**config.mk**
```make
export PLATFORM = sky130hd
export DESIGN_NAME = upsp_top
export DESIGN_NICKNAME = d
export VERILOG_FILES = /design/src/source/upsp_pkg.sv /design/src/source/access_control.sv /design/src/source/config_regfile.sv /design/src/source/crf_write_arbiter.sv /design/src/source/stream_in.sv /design/src/source/upsampler.sv /design/src/source/upsp_top.sv
export VERILOG_INCLUDE_DIRS = /design/src /design/src/include
export SDC_FILE = /design/constraint.sdc
export NUM_CORES = 1
export LEC_CHECK = 0
export ABC_AREA = 1
export BUFFER_PORTS_ARGS = -buffer_cell sky130_fd_sc_hd__buf_2
export CAP_MARGIN = 20
export CORE_MARGIN = 10
export CORE_UTILIZATION = 37
export CTS_CLUSTER_DIAMETER = 50
export DETAILED_ROUTE_END_ITERATION = 10
export PLACE_DENSITY_LB_ADDON = 0.05
export RECOVER_POWER = 50
export SLEW_MARGIN = 20
export SYNTH_ARGS = -nofsm -noshare
export SYNTH_HDL_FRONTEND = slang
export SYNTH_HIERARCHICAL = 1
export SYNTH_SLANG_ARGS = --single-unit
```
**constraint.sdc**
```tcl
create_clock -name clk -period 3.85 [get_ports clk]
set_input_delay 0.5775 -clock clk [delete_from_list [all_inputs] [get_ports clk]]
set_output_delay 0.5775 -clock clk [all_outputs]
set_load 0.05 [all_outputs]
```
**src/include/upsp_consts.svh**
```systemverilog
`ifndef UPSP_CONSTS_SVH
`define UPSP_CONSTS_SVH

// Pixel width on both streams
`define UPSP_PIX_W 16

// Source frame, destination is 2x in both directions
`define UPSP_SRC_W 4
`define UPSP_SRC_H 2
`define UPSP_DST_W (2 * `UPSP_SRC_W)
`define UPSP_DST_H (2 * `UPSP_SRC_H)

// Input FIFO entries
`define UPSP_FIFO_DEPTH 4

// Register map on the 2-bit register address
`define UPSP_ADDR_UPSTR  2'd0
`define UPSP_ADDR_UPENDR 2'd1

`endif

```
**src/source/upsp_pkg.sv**
```systemverilog
`include "upsp_consts.svh"

package upsp_pkg;

	// One request on the register file port
	typedef struct packed {
		logic        valid;
		logic        write;
		logic [1:0]  addr;
		logic [31:0] wdata;
	} crf_req_t;

	// Stream beat, shared by the slave and master ports
	typedef struct packed {
		logic [`UPSP_PIX_W-1:0] tdata;
		logic                   tlast;
	} axis_beat_t;

	// Up-sampler FSM
	typedef enum logic [1:0] {
		st_idle,
		st_load_row,
		st_emit_row
	} upsp_state_e;

	// Status-write FSM of the access control
	typedef enum logic [1:0] {
		ac_run,
		ac_clear_start,
		ac_set_done,
		ac_wait_restart
	} ac_status_e;

endpackage

```
**src/source/access_control.sv**
```systemverilog
`timescale 1ns/1ps

`include "upsp_consts.svh"

module access_control import upsp_pkg::*; (
	input  logic                   clk,
	input  logic                   rst_n,
	input  logic                   upstr,
	input  logic                   upendr,
	input  logic                   wrt,
	input  logic [`UPSP_PIX_W-1:0] wdata,
	output logic                   wready,
	output axis_beat_t             m_axis,
	output logic                   m_axis_tvalid,
	input  logic                   m_axis_tready,
	output crf_req_t               ac_req,
	input  logic                   ac_grant
);

	localparam int IW = $clog2(`UPSP_DST_W);
	localparam int TOTAL = `UPSP_DST_W * `UPSP_DST_H;
	localparam int PW = $clog2(TOTAL);
	localparam logic [IW-1:0] IDX_LAST = IW'(`UPSP_DST_W - 1);
	localparam logic [PW-1:0] PIX_LAST = PW'(TOTAL - 1);

	logic [`UPSP_PIX_W-1:0] buf_mem [2][`UPSP_DST_W];
	logic [1:0]             buf_full;
	logic                   wr_sel;
	logic                   rd_sel;
	logic [IW-1:0]          wr_idx;
	logic [IW-1:0]          rd_idx;
	logic [PW-1:0]          pix_cnt;
	ac_status_e             ac_st;
	logic                   wr_fire;
	logic                   load;
	logic                   last_fire;
	logic                   restart;

	// Room left in at least one row buffer
	assign wready    = ~(&buf_full);
	assign wr_fire   = wrt & wready;
	assign load      = buf_full[rd_sel] & (ac_st == ac_run) & (~m_axis_tvalid | m_axis_tready);
	assign last_fire = m_axis_tvalid & m_axis_tready & m_axis.tlast;
	assign restart   = (ac_st == ac_wait_restart) & upstr & ~upendr;

	always_ff @(posedge clk) begin
		if (wr_fire) begin
			buf_mem[wr_sel][wr_idx] <= wdata;
		end
		if (load) begin
			m_axis.tdata <= buf_mem[rd_sel][rd_idx];
			m_axis.tlast <= (pix_cnt == PIX_LAST);
		end
	end

	always_ff @(posedge clk or negedge rst_n) begin
		if (!rst_n) begin
			buf_full      <= 2'b00;
			wr_sel        <= 1'b0;
			rd_sel        <= 1'b0;
			wr_idx        <= '0;
			rd_idx        <= '0;
			pix_cnt       <= '0;
			m_axis_tvalid <= 1'b0;
		end else if (restart) begin
			buf_full <= 2'b00;
			wr_sel   <= 1'b0;
			rd_sel   <= 1'b0;
			wr_idx   <= '0;
			rd_idx   <= '0;
			pix_cnt  <= '0;
		end else begin
			// Fill side, a full row hands the buffer to the reader
			if (wr_fire) begin
				wr_idx <= wr_idx + 1'b1;
				if (wr_idx == IDX_LAST) begin
					wr_idx           <= '0;
					buf_full[wr_sel] <= 1'b1;
					wr_sel           <= ~wr_sel;
				end
			end
			// Drain side, rows leave in the order they were written
			if (load) begin
				pix_cnt <= pix_cnt + 1'b1;
				rd_idx  <= rd_idx + 1'b1;
				if (rd_idx == IDX_LAST) begin
					rd_idx           <= '0;
					buf_full[rd_sel] <= 1'b0;
					rd_sel           <= ~rd_sel;
				end
			end
			if (load) begin
				m_axis_tvalid <= 1'b1;
			end else if (m_axis_tready) begin
				m_axis_tvalid <= 1'b0;
			end
		end
	end

	// End of frame, clear UPSTR then set UPENDR
	always_ff @(posedge clk or negedge rst_n) begin
		if (!rst_n) begin
			ac_st <= ac_run;
		end else begin
			case (ac_st)
				ac_run: begin
					if (last_fire) begin
						ac_st <= ac_clear_start;
					end
				end
				ac_clear_start: begin
					if (ac_grant) begin
						ac_st <= ac_set_done;
					end
				end
				ac_set_done: begin
					if (ac_grant) begin
						ac_st <= ac_wait_restart;
					end
				end
				ac_wait_restart: begin
					if (restart) begin
						ac_st <= ac_run;
					end
				end
				default: begin
					ac_st <= ac_run;
				end
			endcase
		end
	end

	always_comb begin
		ac_req = '0;
		case (ac_st)
			ac_clear_start: begin
				ac_req.valid = 1'b1;
				ac_req.write = 1'b1;
				ac_req.addr  = `UPSP_ADDR_UPSTR;
				ac_req.wdata = 32'd0;
			end
			ac_set_done: begin
				ac_req.valid = 1'b1;
				ac_req.write = 1'b1;
				ac_req.addr  = `UPSP_ADDR_UPENDR;
				ac_req.wdata = 32'd1;
			end
			default: begin
			end
		endcase
	end

endmodule

```
**src/source/config_regfile.sv**
```systemverilog
`timescale 1ns/1ps

`include "upsp_consts.svh"

module config_regfile import upsp_pkg::*; (
	input  logic        clk,
	input  logic        rst_n,
	input  crf_req_t    crf_req,
	input  logic        host_rd_pending,
	output logic [31:0] host_rdata,
	output logic        upstr,
	output logic        upendr
);

	logic [31:0] rdata_q;

	// Flag registers, only bit 0 is kept
	always_ff @(posedge clk or negedge rst_n) begin
		if (!rst_n) begin
			upstr  <= 1'b0;
			upendr <= 1'b0;
		end else if (crf_req.valid && crf_req.write) begin
			case (crf_req.addr)
				`UPSP_ADDR_UPSTR: begin
					upstr <= crf_req.wdata[0];
				end
				`UPSP_ADDR_UPENDR: begin
					upendr <= crf_req.wdata[0];
				end
				default: begin
				end
			endcase
		end
	end

	// Read data captured at the grant edge
	always_ff @(posedge clk) begin
		if (crf_req.valid && !crf_req.write) begin
			case (crf_req.addr)
				`UPSP_ADDR_UPSTR: begin
					rdata_q <= {31'd0, upstr};
				end
				`UPSP_ADDR_UPENDR: begin
					rdata_q <= {31'd0, upendr};
				end
				default: begin
					rdata_q <= '0;
				end
			endcase
		end
	end

	assign host_rdata = host_rd_pending ? rdata_q : 32'd0;

endmodule

```
**src/source/crf_write_arbiter.sv**
```systemverilog
`timescale 1ns/1ps

module crf_write_arbiter import upsp_pkg::*; (
	input  logic     clk,
	input  logic     rst_n,
	input  crf_req_t ac_req,
	input  crf_req_t host_req,
	output logic     ac_grant,
	output logic     host_grant,
	output crf_req_t crf_req,
	output logic     host_rd_pending
);

	// Access control always wins, host gets the leftover cycles
	assign ac_grant   = ac_req.valid;
	assign host_grant = host_req.valid & ~ac_req.valid;

	always_comb begin
		if (ac_grant) begin
			crf_req = ac_req;
		end else if (host_grant) begin
			crf_req = host_req;
		end else begin
			crf_req = '0;
		end
	end

	// Marks the cycle in which host read data is returned
	always_ff @(posedge clk or negedge rst_n) begin
		if (!rst_n) begin
			host_rd_pending <= 1'b0;
		end else begin
			host_rd_pending <= host_grant & ~host_req.write;
		end
	end

endmodule

```
**src/source/stream_in.sv**
```systemverilog
`timescale 1ns/1ps

`include "upsp_consts.svh"

module stream_in import upsp_pkg::*; (
	input  logic                   clk,
	input  logic                   rst_n,
	input  logic                   upstr,
	input  logic                   upendr,
	input  axis_beat_t             s_axis,
	input  logic                   s_axis_tvalid,
	output logic                   s_axis_tready,
	input  logic                   rd,
	output logic                   rvalid,
	output logic [`UPSP_PIX_W-1:0] rdata
);

	localparam int PTR_W = $clog2(`UPSP_FIFO_DEPTH);
	localparam int CNT_W = $clog2(`UPSP_FIFO_DEPTH + 1);
	localparam logic [PTR_W-1:0] PTR_LAST = PTR_W'(`UPSP_FIFO_DEPTH - 1);
	localparam logic [CNT_W-1:0] CNT_FULL = CNT_W'(`UPSP_FIFO_DEPTH);

	axis_beat_t       fifo_mem [`UPSP_FIFO_DEPTH];
	logic [PTR_W-1:0] wr_ptr;
	logic [PTR_W-1:0] rd_ptr;
	logic [CNT_W-1:0] count;
	logic             push;
	logic             pop;

	assign s_axis_tready = upstr & ~upendr & (count != CNT_FULL);
	assign rvalid        = (count != '0);
	assign rdata         = fifo_mem[rd_ptr].tdata;

	assign push = s_axis_tvalid & s_axis_tready;
	assign pop  = rd & rvalid;

	always_ff @(posedge clk) begin
		if (push) begin
			fifo_mem[wr_ptr] <= s_axis;
		end
	end

	// Pointers wrap at the depth, flushed once the frame is done
	always_ff @(posedge clk or negedge rst_n) begin
		if (!rst_n) begin
			wr_ptr <= '0;
			rd_ptr <= '0;
			count  <= '0;
		end else if (upendr) begin
			wr_ptr <= '0;
			rd_ptr <= '0;
			count  <= '0;
		end else begin
			if (push) begin
				wr_ptr <= (wr_ptr == PTR_LAST) ? '0 : wr_ptr + 1'b1;
			end
			if (pop) begin
				rd_ptr <= (rd_ptr == PTR_LAST) ? '0 : rd_ptr + 1'b1;
			end
			if (push && !pop) begin
				count <= count + 1'b1;
			end else if (pop && !push) begin
				count <= count - 1'b1;
			end
		end
	end

endmodule

```
**src/source/upsampler.sv**
```systemverilog
`timescale 1ns/1ps

`include "upsp_consts.svh"

module upsampler import upsp_pkg::*; (
	input  logic                   clk,
	input  logic                   rst_n,
	input  logic                   upstr,
	input  logic                   upendr,
	input  logic                   rvalid,
	input  logic [`UPSP_PIX_W-1:0] rdata,
	output logic                   rd,
	output logic                   wrt,
	output logic [`UPSP_PIX_W-1:0] wdata,
	input  logic                   wready
);

	localparam int SW = $clog2(`UPSP_SRC_W);
	localparam int CW = SW + 1;
	localparam int RW = $clog2(`UPSP_SRC_H + 1);
	localparam logic [CW-1:0] LOAD_LAST = CW'(`UPSP_SRC_W - 1);
	localparam logic [CW-1:0] COL_LAST  = CW'(`UPSP_DST_W - 1);
	localparam logic [RW-1:0] ROW_LAST  = RW'(`UPSP_SRC_H - 1);
	localparam logic [RW-1:0] ROW_END   = RW'(`UPSP_SRC_H);

	upsp_state_e            state;
	logic [`UPSP_PIX_W-1:0] row_q [`UPSP_SRC_W];
	logic [CW-1:0]          idx;
	logic                   second_row;
	logic [RW-1:0]          row_cnt;
	logic                   processing;

	assign processing = upstr & ~upendr;

	assign rd  = (state == st_load_row) & rvalid;
	assign wrt = (state == st_emit_row);
	// Each source pixel covers two destination columns
	assign wdata = row_q[idx[CW-1:1]];

	always_ff @(posedge clk) begin
		if (rd) begin
			row_q[idx[SW-1:0]] <= rdata;
		end
	end

	always_ff @(posedge clk or negedge rst_n) begin
		if (!rst_n) begin
			state      <= st_idle;
			idx        <= '0;
			second_row <= 1'b0;
			row_cnt    <= '0;
		end else if (!processing) begin
			state      <= st_idle;
			idx        <= '0;
			second_row <= 1'b0;
			row_cnt    <= '0;
		end else begin
			case (state)
				st_idle: begin
					if (row_cnt != ROW_END) begin
						state <= st_load_row;
					end
				end
				st_load_row: begin
					if (rd) begin
						idx <= idx + 1'b1;
						if (idx == LOAD_LAST) begin
							idx   <= '0;
							state <= st_emit_row;
						end
					end
				end
				st_emit_row: begin
					if (wready) begin
						idx <= idx + 1'b1;
						if (idx == COL_LAST) begin
							idx        <= '0;
							second_row <= ~second_row;
							// Both copies of the row sent
							if (second_row) begin
								row_cnt <= row_cnt + 1'b1;
								state   <= (row_cnt == ROW_LAST) ? st_idle : st_load_row;
							end
						end
					end
				end
				default: begin
					state <= st_idle;
				end
			endcase
		end
	end

endmodule

```
**src/source/upsp_top.sv**
```systemverilog
`timescale 1ns/1ps

`include "upsp_consts.svh"

module upsp_top import upsp_pkg::*; (
	input  logic        clk,
	input  logic        rst_n,
	input  crf_req_t    host_req,
	output logic        host_grant,
	output logic [31:0] host_rdata,
	input  axis_beat_t  s_axis,
	input  logic        s_axis_tvalid,
	output logic        s_axis_tready,
	output axis_beat_t  m_axis,
	output logic        m_axis_tvalid,
	input  logic        m_axis_tready
);

	crf_req_t               ac_req;
	crf_req_t               crf_req;
	logic                   ac_grant;
	logic                   host_rd_pending;
	logic                   upstr;
	logic                   upendr;
	logic                   rd;
	logic                   rvalid;
	logic [`UPSP_PIX_W-1:0] rdata;
	logic                   wrt;
	logic [`UPSP_PIX_W-1:0] wdata;
	logic                   wready;

	crf_write_arbiter crf_write_arbiter_inst (
		.clk             (clk),
		.rst_n           (rst_n),
		.ac_req          (ac_req),
		.host_req        (host_req),
		.ac_grant        (ac_grant),
		.host_grant      (host_grant),
		.crf_req         (crf_req),
		.host_rd_pending (host_rd_pending)
	);

	config_regfile config_regfile_inst (
		.clk             (clk),
		.rst_n           (rst_n),
		.crf_req         (crf_req),
		.host_rd_pending (host_rd_pending),
		.host_rdata      (host_rdata),
		.upstr           (upstr),
		.upendr          (upendr)
	);

	stream_in stream_in_inst (
		.clk           (clk),
		.rst_n         (rst_n),
		.upstr         (upstr),
		.upendr        (upendr),
		.s_axis        (s_axis),
		.s_axis_tvalid (s_axis_tvalid),
		.s_axis_tready (s_axis_tready),
		.rd            (rd),
		.rvalid        (rvalid),
		.rdata         (rdata)
	);

	upsampler upsampler_inst (
		.clk    (clk),
		.rst_n  (rst_n),
		.upstr  (upstr),
		.upendr (upendr),
		.rvalid (rvalid),
		.rdata  (rdata),
		.rd     (rd),
		.wrt    (wrt),
		.wdata  (wdata),
		.wready (wready)
	);

	access_control access_control_inst (
		.clk           (clk),
		.rst_n         (rst_n),
		.upstr         (upstr),
		.upendr        (upendr),
		.wrt           (wrt),
		.wdata         (wdata),
		.wready        (wready),
		.m_axis        (m_axis),
		.m_axis_tvalid (m_axis_tvalid),
		.m_axis_tready (m_axis_tready),
		.ac_req        (ac_req),
		.ac_grant      (ac_grant)
	);

endmodule

```
# [Yosys cells after proc, flatten, opt, wreduce, memory -nomap -nowiden]
# Memory sizes are Yosys's and may differ from the RTL's.
# Cells that the tools add are included.
# Widths: inputs -> output; s select.
[totals] ff_bits=85 memories=3 ramBits=388 output_inout_bits=52 word_cells=215
[classes] eq_ne=31 n_addsub=9 magnitude_cmp=7 n_reduce_logical=33 n_mux=82 bitwise=29
[memory_table] name="access_control_inst.buf_mem" words=2 width=128 read_ports=1 rd_clocked_by_memory_dff=0 write_ports=1 line_no="access_control.sv:26" text="logic [`UPSP_PIX_W-1:0] buf_mem [2][`UPSP_DST_W];"
[memory_table] name="stream_in_inst.fifo_mem" words=4 width=17 read_ports=1 rd_clocked_by_memory_dff=0 write_ports=1 line_no="stream_in.sv:23" text="axis_beat_t fifo_mem [`UPSP_FIFO_DEPTH];"
[memory_table] name="upsampler_inst.row_q" words=4 width=16 read_ports=1 rd_clocked_by_memory_dff=0 write_ports=1 line_no="upsampler.sv:27" text="logic [`UPSP_PIX_W-1:0] row_q [`UPSP_SRC_W];"
[ops] op="$mux 128" count=1
[ops] op="$mux 36" count=2
[ops] op="$pmux 36 s2" count=1
[ops] op="$mux 2" count=28
[ops] op="$bmux 16 s3" count=1
[ops] op="$demux 16 s3" count=1
[ops] op="$mux 16" count=3
[ops] op="$mux 3" count=14
[ops] op="$mux 32" count=1
[ops] op="$mux 1" count=22
[ops] op="$ne 3x3->1 const B" count=7
[ops] op="$and 1x1->1" count=14
[ops] op="$reduce_bool 2->1" count=7
[ops] op="$add 3x1->3 const B" count=4
[ops] op="$reduce_and 2->1" count=6
[ops] op="$eq 2x2->1 const B" count=5
[ops] op="$mux 5" count=2
[ops] op="$ne 2x2->1 const B" count=5
[ops] op="$eq 3x3->1 const B" count=3
[ops] op="$not 1->1" count=9
[ops] op="$eq 2x1->1 const B" count=4
[ops] op="$ge 4x4->1 const B" count=2
[ops] op="$ne 2x1->1 const B" count=4
[ops] op="$not 3->4" count=2
[ops] op="other kinds (25)" count=43

# [Logic depth before layout (Yosys ltp)]
# Gate-level depths: netlist (run 1).
[depth] ltp_word=12 mapped_depth=13

# [Cells and area by module]
# The synthesis (run 1) kept the hierarchy.
[modules_own_cells] mod="access_control" cells_each=1234 area_per_inst_um2=12897.4 instances=1
[modules_own_cells] mod="upsampler" cells_each=246 area_per_inst_um2=3032.9 instances=1
[modules_own_cells] mod="stream_in" cells_each=222 area_per_inst_um2=2890.3 instances=1
[modules_own_cells] mod="crf_write_arbiter" cells_each=123 area_per_inst_um2=599.3 instances=1
[modules_own_cells] mod="config_regfile" cells_each=55 area_per_inst_um2=404.1 instances=1

# [Worst setup path before layout (run 1)]
# No wires, ideal clock.
[synth_path] kind="register -> register" startpoint="reg upsampler_inst.state[0]" endpoint="mem access_control_inst/buf_mem[0][0] (netlist name), enable pin" path_buffers=0 setup_ns=0.409 t_required_ns=3.441 path_slack_ns=1.159 stages_incl_launch_ff=6 t_arrival_ns=2.282 cell_sequence="dfrtp_1 -> inv_1 -> ha_1 -> and2_4 -> nand2_1 -> nor3_1"
[synth_between] elab_chain_len=4
[synth_rtl] element="from (decl)" line_no="upsampler.sv:26" text="upsp_state_e state;"
[synth_rtl] element="from (signal assigned)" line_no="upsampler.sv:48" text="state <= st_idle;"
[synth_rtl] element="from (signal assigned)" line_no="upsampler.sv:53" text="state <= st_idle;"
[synth_rtl] element="from (signal assigned)" line_no="upsampler.sv:61" text="state <= st_load_row;"
[synth_rtl] element="$eq 2x2->1" line_no="upsampler.sv:36" text="assign wrt = (state == st_emit_row);"
[synth_rtl] element="net wrt" line_no="upsp_top.sv:28" text="logic wrt;"
[synth_rtl] element="$and 1x1->1" line_no="access_control.sv:41" text="assign wr_fire = wrt & wready;"
[synth_rtl] element="$mux 1" line_no="access_control.sv:47" text="if (wr_fire) begin"
[synth_rtl] element="$mux 128 (not written as such)" line_no="access_control.sv:48" text="buf_mem[wr_sel][wr_idx] <= wdata;"
[synth_rtl] element="to (decl)" line_no="access_control.sv:26"
# The timed path passes the listed nets, and every way through them passes these cells.

# [Final worst setup path (run 1)]
[layout_path] startpoint="reg access_control_inst.rd_sel" endpoint="reg, netlist name access_control_inst/m_axis[14]"
[layout_between] elab_chain_len=4
[layout_rtl] element="from (decl)" line_no="access_control.sv:29" text="logic rd_sel;"
[layout_rtl] element="from (signal assigned)" line_no="access_control.sv:89" text="rd_sel <= ~rd_sel;"
[layout_rtl] element="$mem_v2 2x128"
[layout_rtl] element="$bmux 16 s3" line_no="access_control.sv:51" text="m_axis.tdata <= buf_mem[rd_sel][rd_idx];"
[layout_rtl] element="$mux 16 (not written as such) (2 in a row)" line_no="access_control.sv:51"
# Every way passes these cells. The select of a mux whose other input is x is not followed.
# A chain may end at the register's enable or synchronous reset.

==> results of run 1 <==
-- layer usage --
metal	GRT usage [%]	vias up	wire length, um
met5	0	-	0
met4	4.36	0	1040
met3	2.88	72	1850
met2	25.8	203	22600
met1	19.7	5655	21200
li1	-	5914	-
-- placed cells by master, fill, tap and decap left out, drive strengths merged --
cell type,instances
a211oi,1
a21oi,11
a31oi,1
and2,1
buf,46
bufinv,4
clkbuf,121
clkinv,23
clkinvlp,3
conb,32
dfrtp,36
edfxtp,402
fa,1
ha,30
inv,258
nand2,429
nand3,223
nand4,3
nor2,96
nor3,17
o21a,1
o21ai,86
o21bai,4
o22ai,33
or2,2
xnor2,1
xor2,2
-- path summary, 6_finish.rpt --
check	start	end	slack, ns	depth (start not counted)
min in group asynchronous	rst_n	upsampler_inst/idx[1]$_DFFE_PN0P_	0.62	1
max in group asynchronous	rst_n	access_control_inst/rd_sel$_DFFE_PN0P_	1.71	1
setup reg to reg	access_control_inst/rd_sel$_DFFE_PN0P_	access_control_inst/m_axis[14]$_DFFE_PP_	0.79	7
hold reg to reg	access_control_inst/pix_cnt[4]$_DFFE_PN0P_	access_control_inst/pix_cnt[4]$_DFFE_PN0P_	0.48	2
setup / recovery	access_control_inst/rd_sel$_DFFE_PN0P_	access_control_inst/m_axis[14]$_DFFE_PP_	0.79	7
hold / removal	host_req[34]	crf_write_arbiter_inst/host_rd_pending$_DFF_PN0_	0.16	2
-- critical path, delay by kind of cell (launching register included) --
family	cells	cell delay (ns)
buf+inv	2	1.57
flops	1	0.63
simple gates	5	0.54
-- layout make-up --
cell class                 instances  area share [%]
clock inverter                    33            1.31
multi-input combinational        974            21.3
tap                              680            3.92
sequential                       438            59.7
clock buffer                      68            6.85
timing repair buffer              99            2.52
inverter                         255            4.41
-- registers in the layout (all words and copies together), names as in the netlist, 2 cells and up --
name	cells
access_control_inst/buf_mem	256
stream_in_inst/fifo_mem	64
upsampler_inst/row_q	64
access_control_inst/m_axis	17
access_control_inst/pix_cnt	5
access_control_inst/rd_idx	3
access_control_inst/wr_idx	3
stream_in_inst/count	3
upsampler_inst/idx	3
access_control_inst/ac_st	2
access_control_inst/buf_full	2
stream_in_inst/rd_ptr	2
stream_in_inst/wr_ptr	2
upsampler_inst/row_cnt	2
upsampler_inst/state	2
-- through the flow --
stage	power [mW]	cells	util, %	hold WS [ns]
6_report	15.1	2547	42.4	0.156
5_1_grt	16.1	2547	42.4	0.115
4_1_cts	15.4	2547	42.6	0.105
3_5_place_dp	10.4	2446	39.2	0.471
3_3_place_gp	10.3	2446	39.2	0.461
2_1_floorplan	9.25	1780	-	0.282
-- power breakdown --
group	leakage (nW)	switching, mW	internal [mW]
Combinational	3.85	3.07	1.05
Sequential	4.09	0.212	5.80
Clock	0.871	1.99	3.01
Total	8.81	5.28	9.86
==> flow_summary_export.csv, run 1 <==
group,metric,value,unit
timing,skew,0.0208,ns
placement,portBuffers,45,
layout,drive_gt1_share,8.84,%
timing,hold_violations,0,
critical_path,worstPathRequired,4.16,ns
global_route,grt_util_all_layers,15.3,%
worst_hold_path,min_path_type,"in -> reg",
clocking,cts-root-buf,"clkbuf_16",
placement,gp_congestion,0.744,
critical_path,arrival,3.36,ns
global_route,grt_pass1_wl,70700,um
critical_path,setup.worst_path.class,"reg -> reg",
routing,drt-initial-drc-count,613,
critical_path,cp_slowest_stage_delay,1.07,ns
placement,place_area,20100,um^2
timing,period_share,79.4,%
layout,multi_input_comb_area,4620,um^2
critical_path,cpMaxStageDelayCell,"inv_2",
global_route,gr-total-overflow,0,
routing,drcViolationCount,0,
status,status,"complete, but fails checks",
clocking,cts_resized,0,
clocking,postCtsSetupRepairBufs,0,
layout,diodes,0,
critical_path,start_kind,"flop",
timing,setup_tns,0,ns
layout,final_cell_area,21700,um^2
floorplan,die_h,247,um
routing,vias_per_cell,4.65,
critical_path,path_max_fanout,67,
clocking,clk_latency,0.60,ns
clocking,cts_tree,"yes",
floorplan,rows,83,
synth,synth_cells,1750,
global_route,grt_pass1_vias,11640,
critical_path,cp_common_cell,"nand3_1",
floorplan,core,51300,um^2
routing,dr.pass1.iters,4,
routing,num_vias,11844,
timing,drv_slew,37,
layout,num-fill-cells,4937,
timing,setup_viol,0,
clocking,numCtsBuffers,56,
flow_run,drv_cap,1,
critical_path,end_kind,"flop",
clocking,cts_sinks,438,
clocking,h-tree-depth,2,
timing,tightest_slew,2.17,ns
floorplan,die_x,247,um
timing,setup_ws,0.793,ns
clocking,holdBufCountCts,0,
layout,register_area,13000,um^2
clocking,clkTransAtPathRegs,0.06,ns
timing,fmax,327,MHz
timing,slew_headroom,-44.7,%
pwr,powerDensity,697,nW/um^2
layout,fin_nets,1912,
timing,period_minus_slack,3.06,ns
floorplan,start_util,37.3,%
routing,wl_per_cell,18.3,um
placement,dp_hpwl,26000,um
pwr,vdd_drop_max,370,uV
global_route,antenna_found_initial,1,
layout,syn_to_final_growth,13.5,%
timing,rsz0062_at_grt,"no",
floorplan,dieArea,61200,um^2
synth,synth_warnings,6,
routing,ant_nets,0,
status,violations,"max-capacitance violations, max-slew violations",
critical_path,crit_chain,"inv_2 -> buf_4 -> nand2_1 -> nand3_1 -> nand3_1 -> nand3_1 -> nand2_1",
clocking,clk_path_buf_depth,3,
synth,synth.avg_cell_area,10.9,um^2
floorplan,io_pins,109,
pwr,power.leakage,8.81,nW
global_route,grt_max_degree,68,
synth,synth_area,19100,um^2
placement,preCtsSetupSlack,1.17,ns
routing,routed_wirelength,46700,um
Power figures use the tool's default switching activity.
==> inputs of run 2 (changes only) <==
==> constraint.sdc (replaced) <==
create_clock -name clk -period 2.5 [get_ports clk]
set_input_delay 0.375 -clock clk [delete_from_list [all_inputs] [get_ports clk]]
set_output_delay 0.375 -clock clk [all_outputs]
set_load 0.05 [all_outputs]
==> run 2 against run 1 <==
The run now ends clean; final area rose by 1.8%; critical path type unchanged; critical endpoint is now access_control_inst/m_axis[1]$_DFFE_PP_; sequential power increased by 53%; maximum frequency is 32% higher; die area did not move; hold slack lost 0.070 ns.
==> flow_summary_export.csv, run 2 (same netlist as run 1, synthesis figures left out) <==
group,metric,value,unit
critical_path,worstPathRequired,2.83,ns
status,status,"finished clean",
timing,period_minus_slack,2.31,ns
pwr,clockPowerShare,32.7,%
floorplan,die_x,247,um
pwr,p_seq_share,38.9,%
clocking,clk_path_buf_depth,3,
routing,num_vias,12014,
clocking,cts-root-buf,"clkbuf_16",
pwr,comb_power_share,28.5,%
timing,drv_slew,0,
clocking,clk_latency,0.61,ns
global_route,grt_pass1_vias,11824,
pwr,power.leakage,9.00,nW
floorplan,start_util,37.3,%
critical_path,setup.worst_path.class,"reg -> reg",
routing,vias_per_cell,4.65,
worst_hold_path,hp-start,"host_req[35]",
global_route,grt_util_all_layers,14.8,%
layout,mostFrequentLayoutCells,"425 x nand2_1, 402 x edfxtp_1, 248 x inv_1",
routing,drcViolationCount,0,
critical_path,reg2reg_from,"access_control_inst/rd_sel$_DFFE_PN0P_",
layout,num-fill-cells,4951,
timing,slew_headroom,2.23,%
timing,tightest_slew,1.47,ns
worst_hold_path,holdPathStages,3,
pwr,powerDensity,1070,nW/um^2
routing,routed_wirelength,45000,um
clocking,numCtsBuffers,54,
pwr,total_power,23.6,mW
timing,skew,0.0203,ns
floorplan,io_pins,109,
critical_path,cp_common_cell,"nand3_1",
critical_path,cp_slowest_stage_delay,0.57,ns
critical_path,cpMaxStageDelayCell,"inv_2",
placement,place_inst,2464,
placement,portBuffers,45,
timing,hold_violations,0,
flow_run,drv_cap,0,
critical_path,worstReg2RegEnd,"access_control_inst/m_axis[1]$_DFFE_PP_",
timing,rsz0062_at_grt,"no",
layout,drive_gt1_share,10.3,%
placement,preCtsSetupSlack,0.281,ns
routing,dr.pass1.iters,5,
clocking,cts_resized,0,
layout,instances_no_fill,2582,
global_route,gr-total-overflow,0,
placement,gp_congestion,0.743,
critical_path,path_max_fanout,34,
floorplan,die_h,247,um
clocking,cts_sinks,438,
critical_path,reg2reg_setup_slack,0.19,ns
clocking,h-tree-depth,2,
critical_path,start_kind,"flop",
pwr,p_sw,8.32,mW
layout,diodes,0,
worst_hold_path,min_path_type,"in -> reg",
layout,syn_to_final_growth,15.6,%
timing,setup_ws,0.193,ns
global_route,grt_pass1_wl,70000,um
layout,register_area,13000,um^2
routing,drt-initial-drc-count,649,
layout,multi_input_comb_area,4640,um^2
floorplan,dieArea,61200,um^2
clocking,postCtsSetupRepairBufs,0,
routing,ant_nets,0,
clocking,clkTransAtPathRegs,0.06,ns
placement,dp_hpwl,27200,um
pwr,swShare,35.2,%
global_route,grt_max_degree,129,
layout,largest_reg_flops,256,
floorplan,rows,83,
critical_path,end_kind,"flop",
layout,fin_nets,1946,
routing,wl_per_cell,17.4,um
layout,largest_register,"access_control_inst/buf_mem",
global_route,antenna_found_initial,0,
pwr,intPower,15.3,mW
layout,mostFrequentLayoutCell,"nand2_1",
critical_path,crit_chain,"inv_2 -> buf_4 -> nand2_1 -> nand3_1 -> nand3_1 -> nand3_1 -> nand2_1",
worst_hold_path,min_to,"crf_write_arbiter_inst/host_rd_pending$_DFF_PN0_",
floorplan,core,51300,um^2
pwr,vdd_drop_max,772,uV
timing,period_share,92.3,%
critical_path,ff2ff_path_depth,7,
timing,setup_viol,0,
critical_path,arrival,2.63,ns
clocking,cts_tree,"yes",
timing,fmax,433,MHz
==> run 2: timing repair <==
item	4_1_cts	5_1_grt
endpoints found under the hold margin	88	0
setup endpoints to repair	0	0
hold buffers	18	0
==> run 2: per-stage QoR <==
stage               setup TNS (ns)  cell area (um^2)  utilization [%]  hold WS (ns)
finish                           0             22100             43.1        0.0853
global route                     0             22100             43.1        0.0646
CTS                              0             22200             43.4        0.0398
detailed placement               0             20300             39.5         0.427
global placement                 0             20300             39.5         0.425
floorplan                   -39.62             19300                -        0.0794
==> run 2: worst max path at each step <==
stage / from / to / slack (ns) / depth (start not counted)
4_1_cts: access_control_inst/ac_st[0]$_DFFE_PN0P_ / host_grant / 0.14 / 4
5_1_grt: upsampler_inst/idx[1]$_DFFE_PN0P_ / access_control_inst/buf_mem[0][15]$_DFFE_PP_ / 0.03 / 4
6_report: access_control_inst/rd_sel$_DFFE_PN0P_ / access_control_inst/m_axis[1]$_DFFE_PP_ / 0.19 / 7
3_3_place_gp: upsampler_inst/state[1]$_DFFE_PN0P_ / stream_in_inst/count[2]$_DFFE_PN0P_ / 0.30 / 13
3_5_place_dp: upsampler_inst/state[1]$_DFFE_PN0P_ / stream_in_inst/count[2]$_DFFE_PN0P_ / 0.28 / 13
2_1_floorplan: upsampler_inst/state[0]$_DFFE_PN0P_ / access_control_inst/buf_mem[0][0]$_DFFE_PP_ / -0.19 / 5
==> run 2: power by group through the flow <==
stage	sequential [mW]	combinational [mW]	clock, mW
2_1_floorplan	9.72	4.53	0
3_3_place_gp	9.31	6.86	0
3_5_place_dp	9.32	6.93	0
4_1_cts	9.17	6.96	7.92
5_1_grt	9.22	7.58	8.22
6_report	9.17	6.72	7.72
==> run 2: routing by layer <==
metal  vias up  part of all wire (%)  track usage, %
met4         0                   1.5            3.62
met1      5800                    45            19.2
met5         -                     0               0
met2       171                    50            25.2
met3        55                   3.9            2.82
li1       5988                     -               -
==> run 2: worst max-delay path: cells and delay by family, from the launching register on <==
kind | cells | cell delay [ns]
buffers and inverters | 2 | 0.91
DFF | 1 | 0.51
and+or+nand+nor | 5 | 0.58
==> run 2: layout make-up <==
type                            instances  area share [%]
Inverter                              255            4.33
Clock buffer                           61            6.32
Timing Repair Buffer                  135            4.13
Sequential cell                       438            58.7
Multi-Input combinational cell        974            21.0
Clock inverter                         39            1.71
Tap cell                              680            3.85
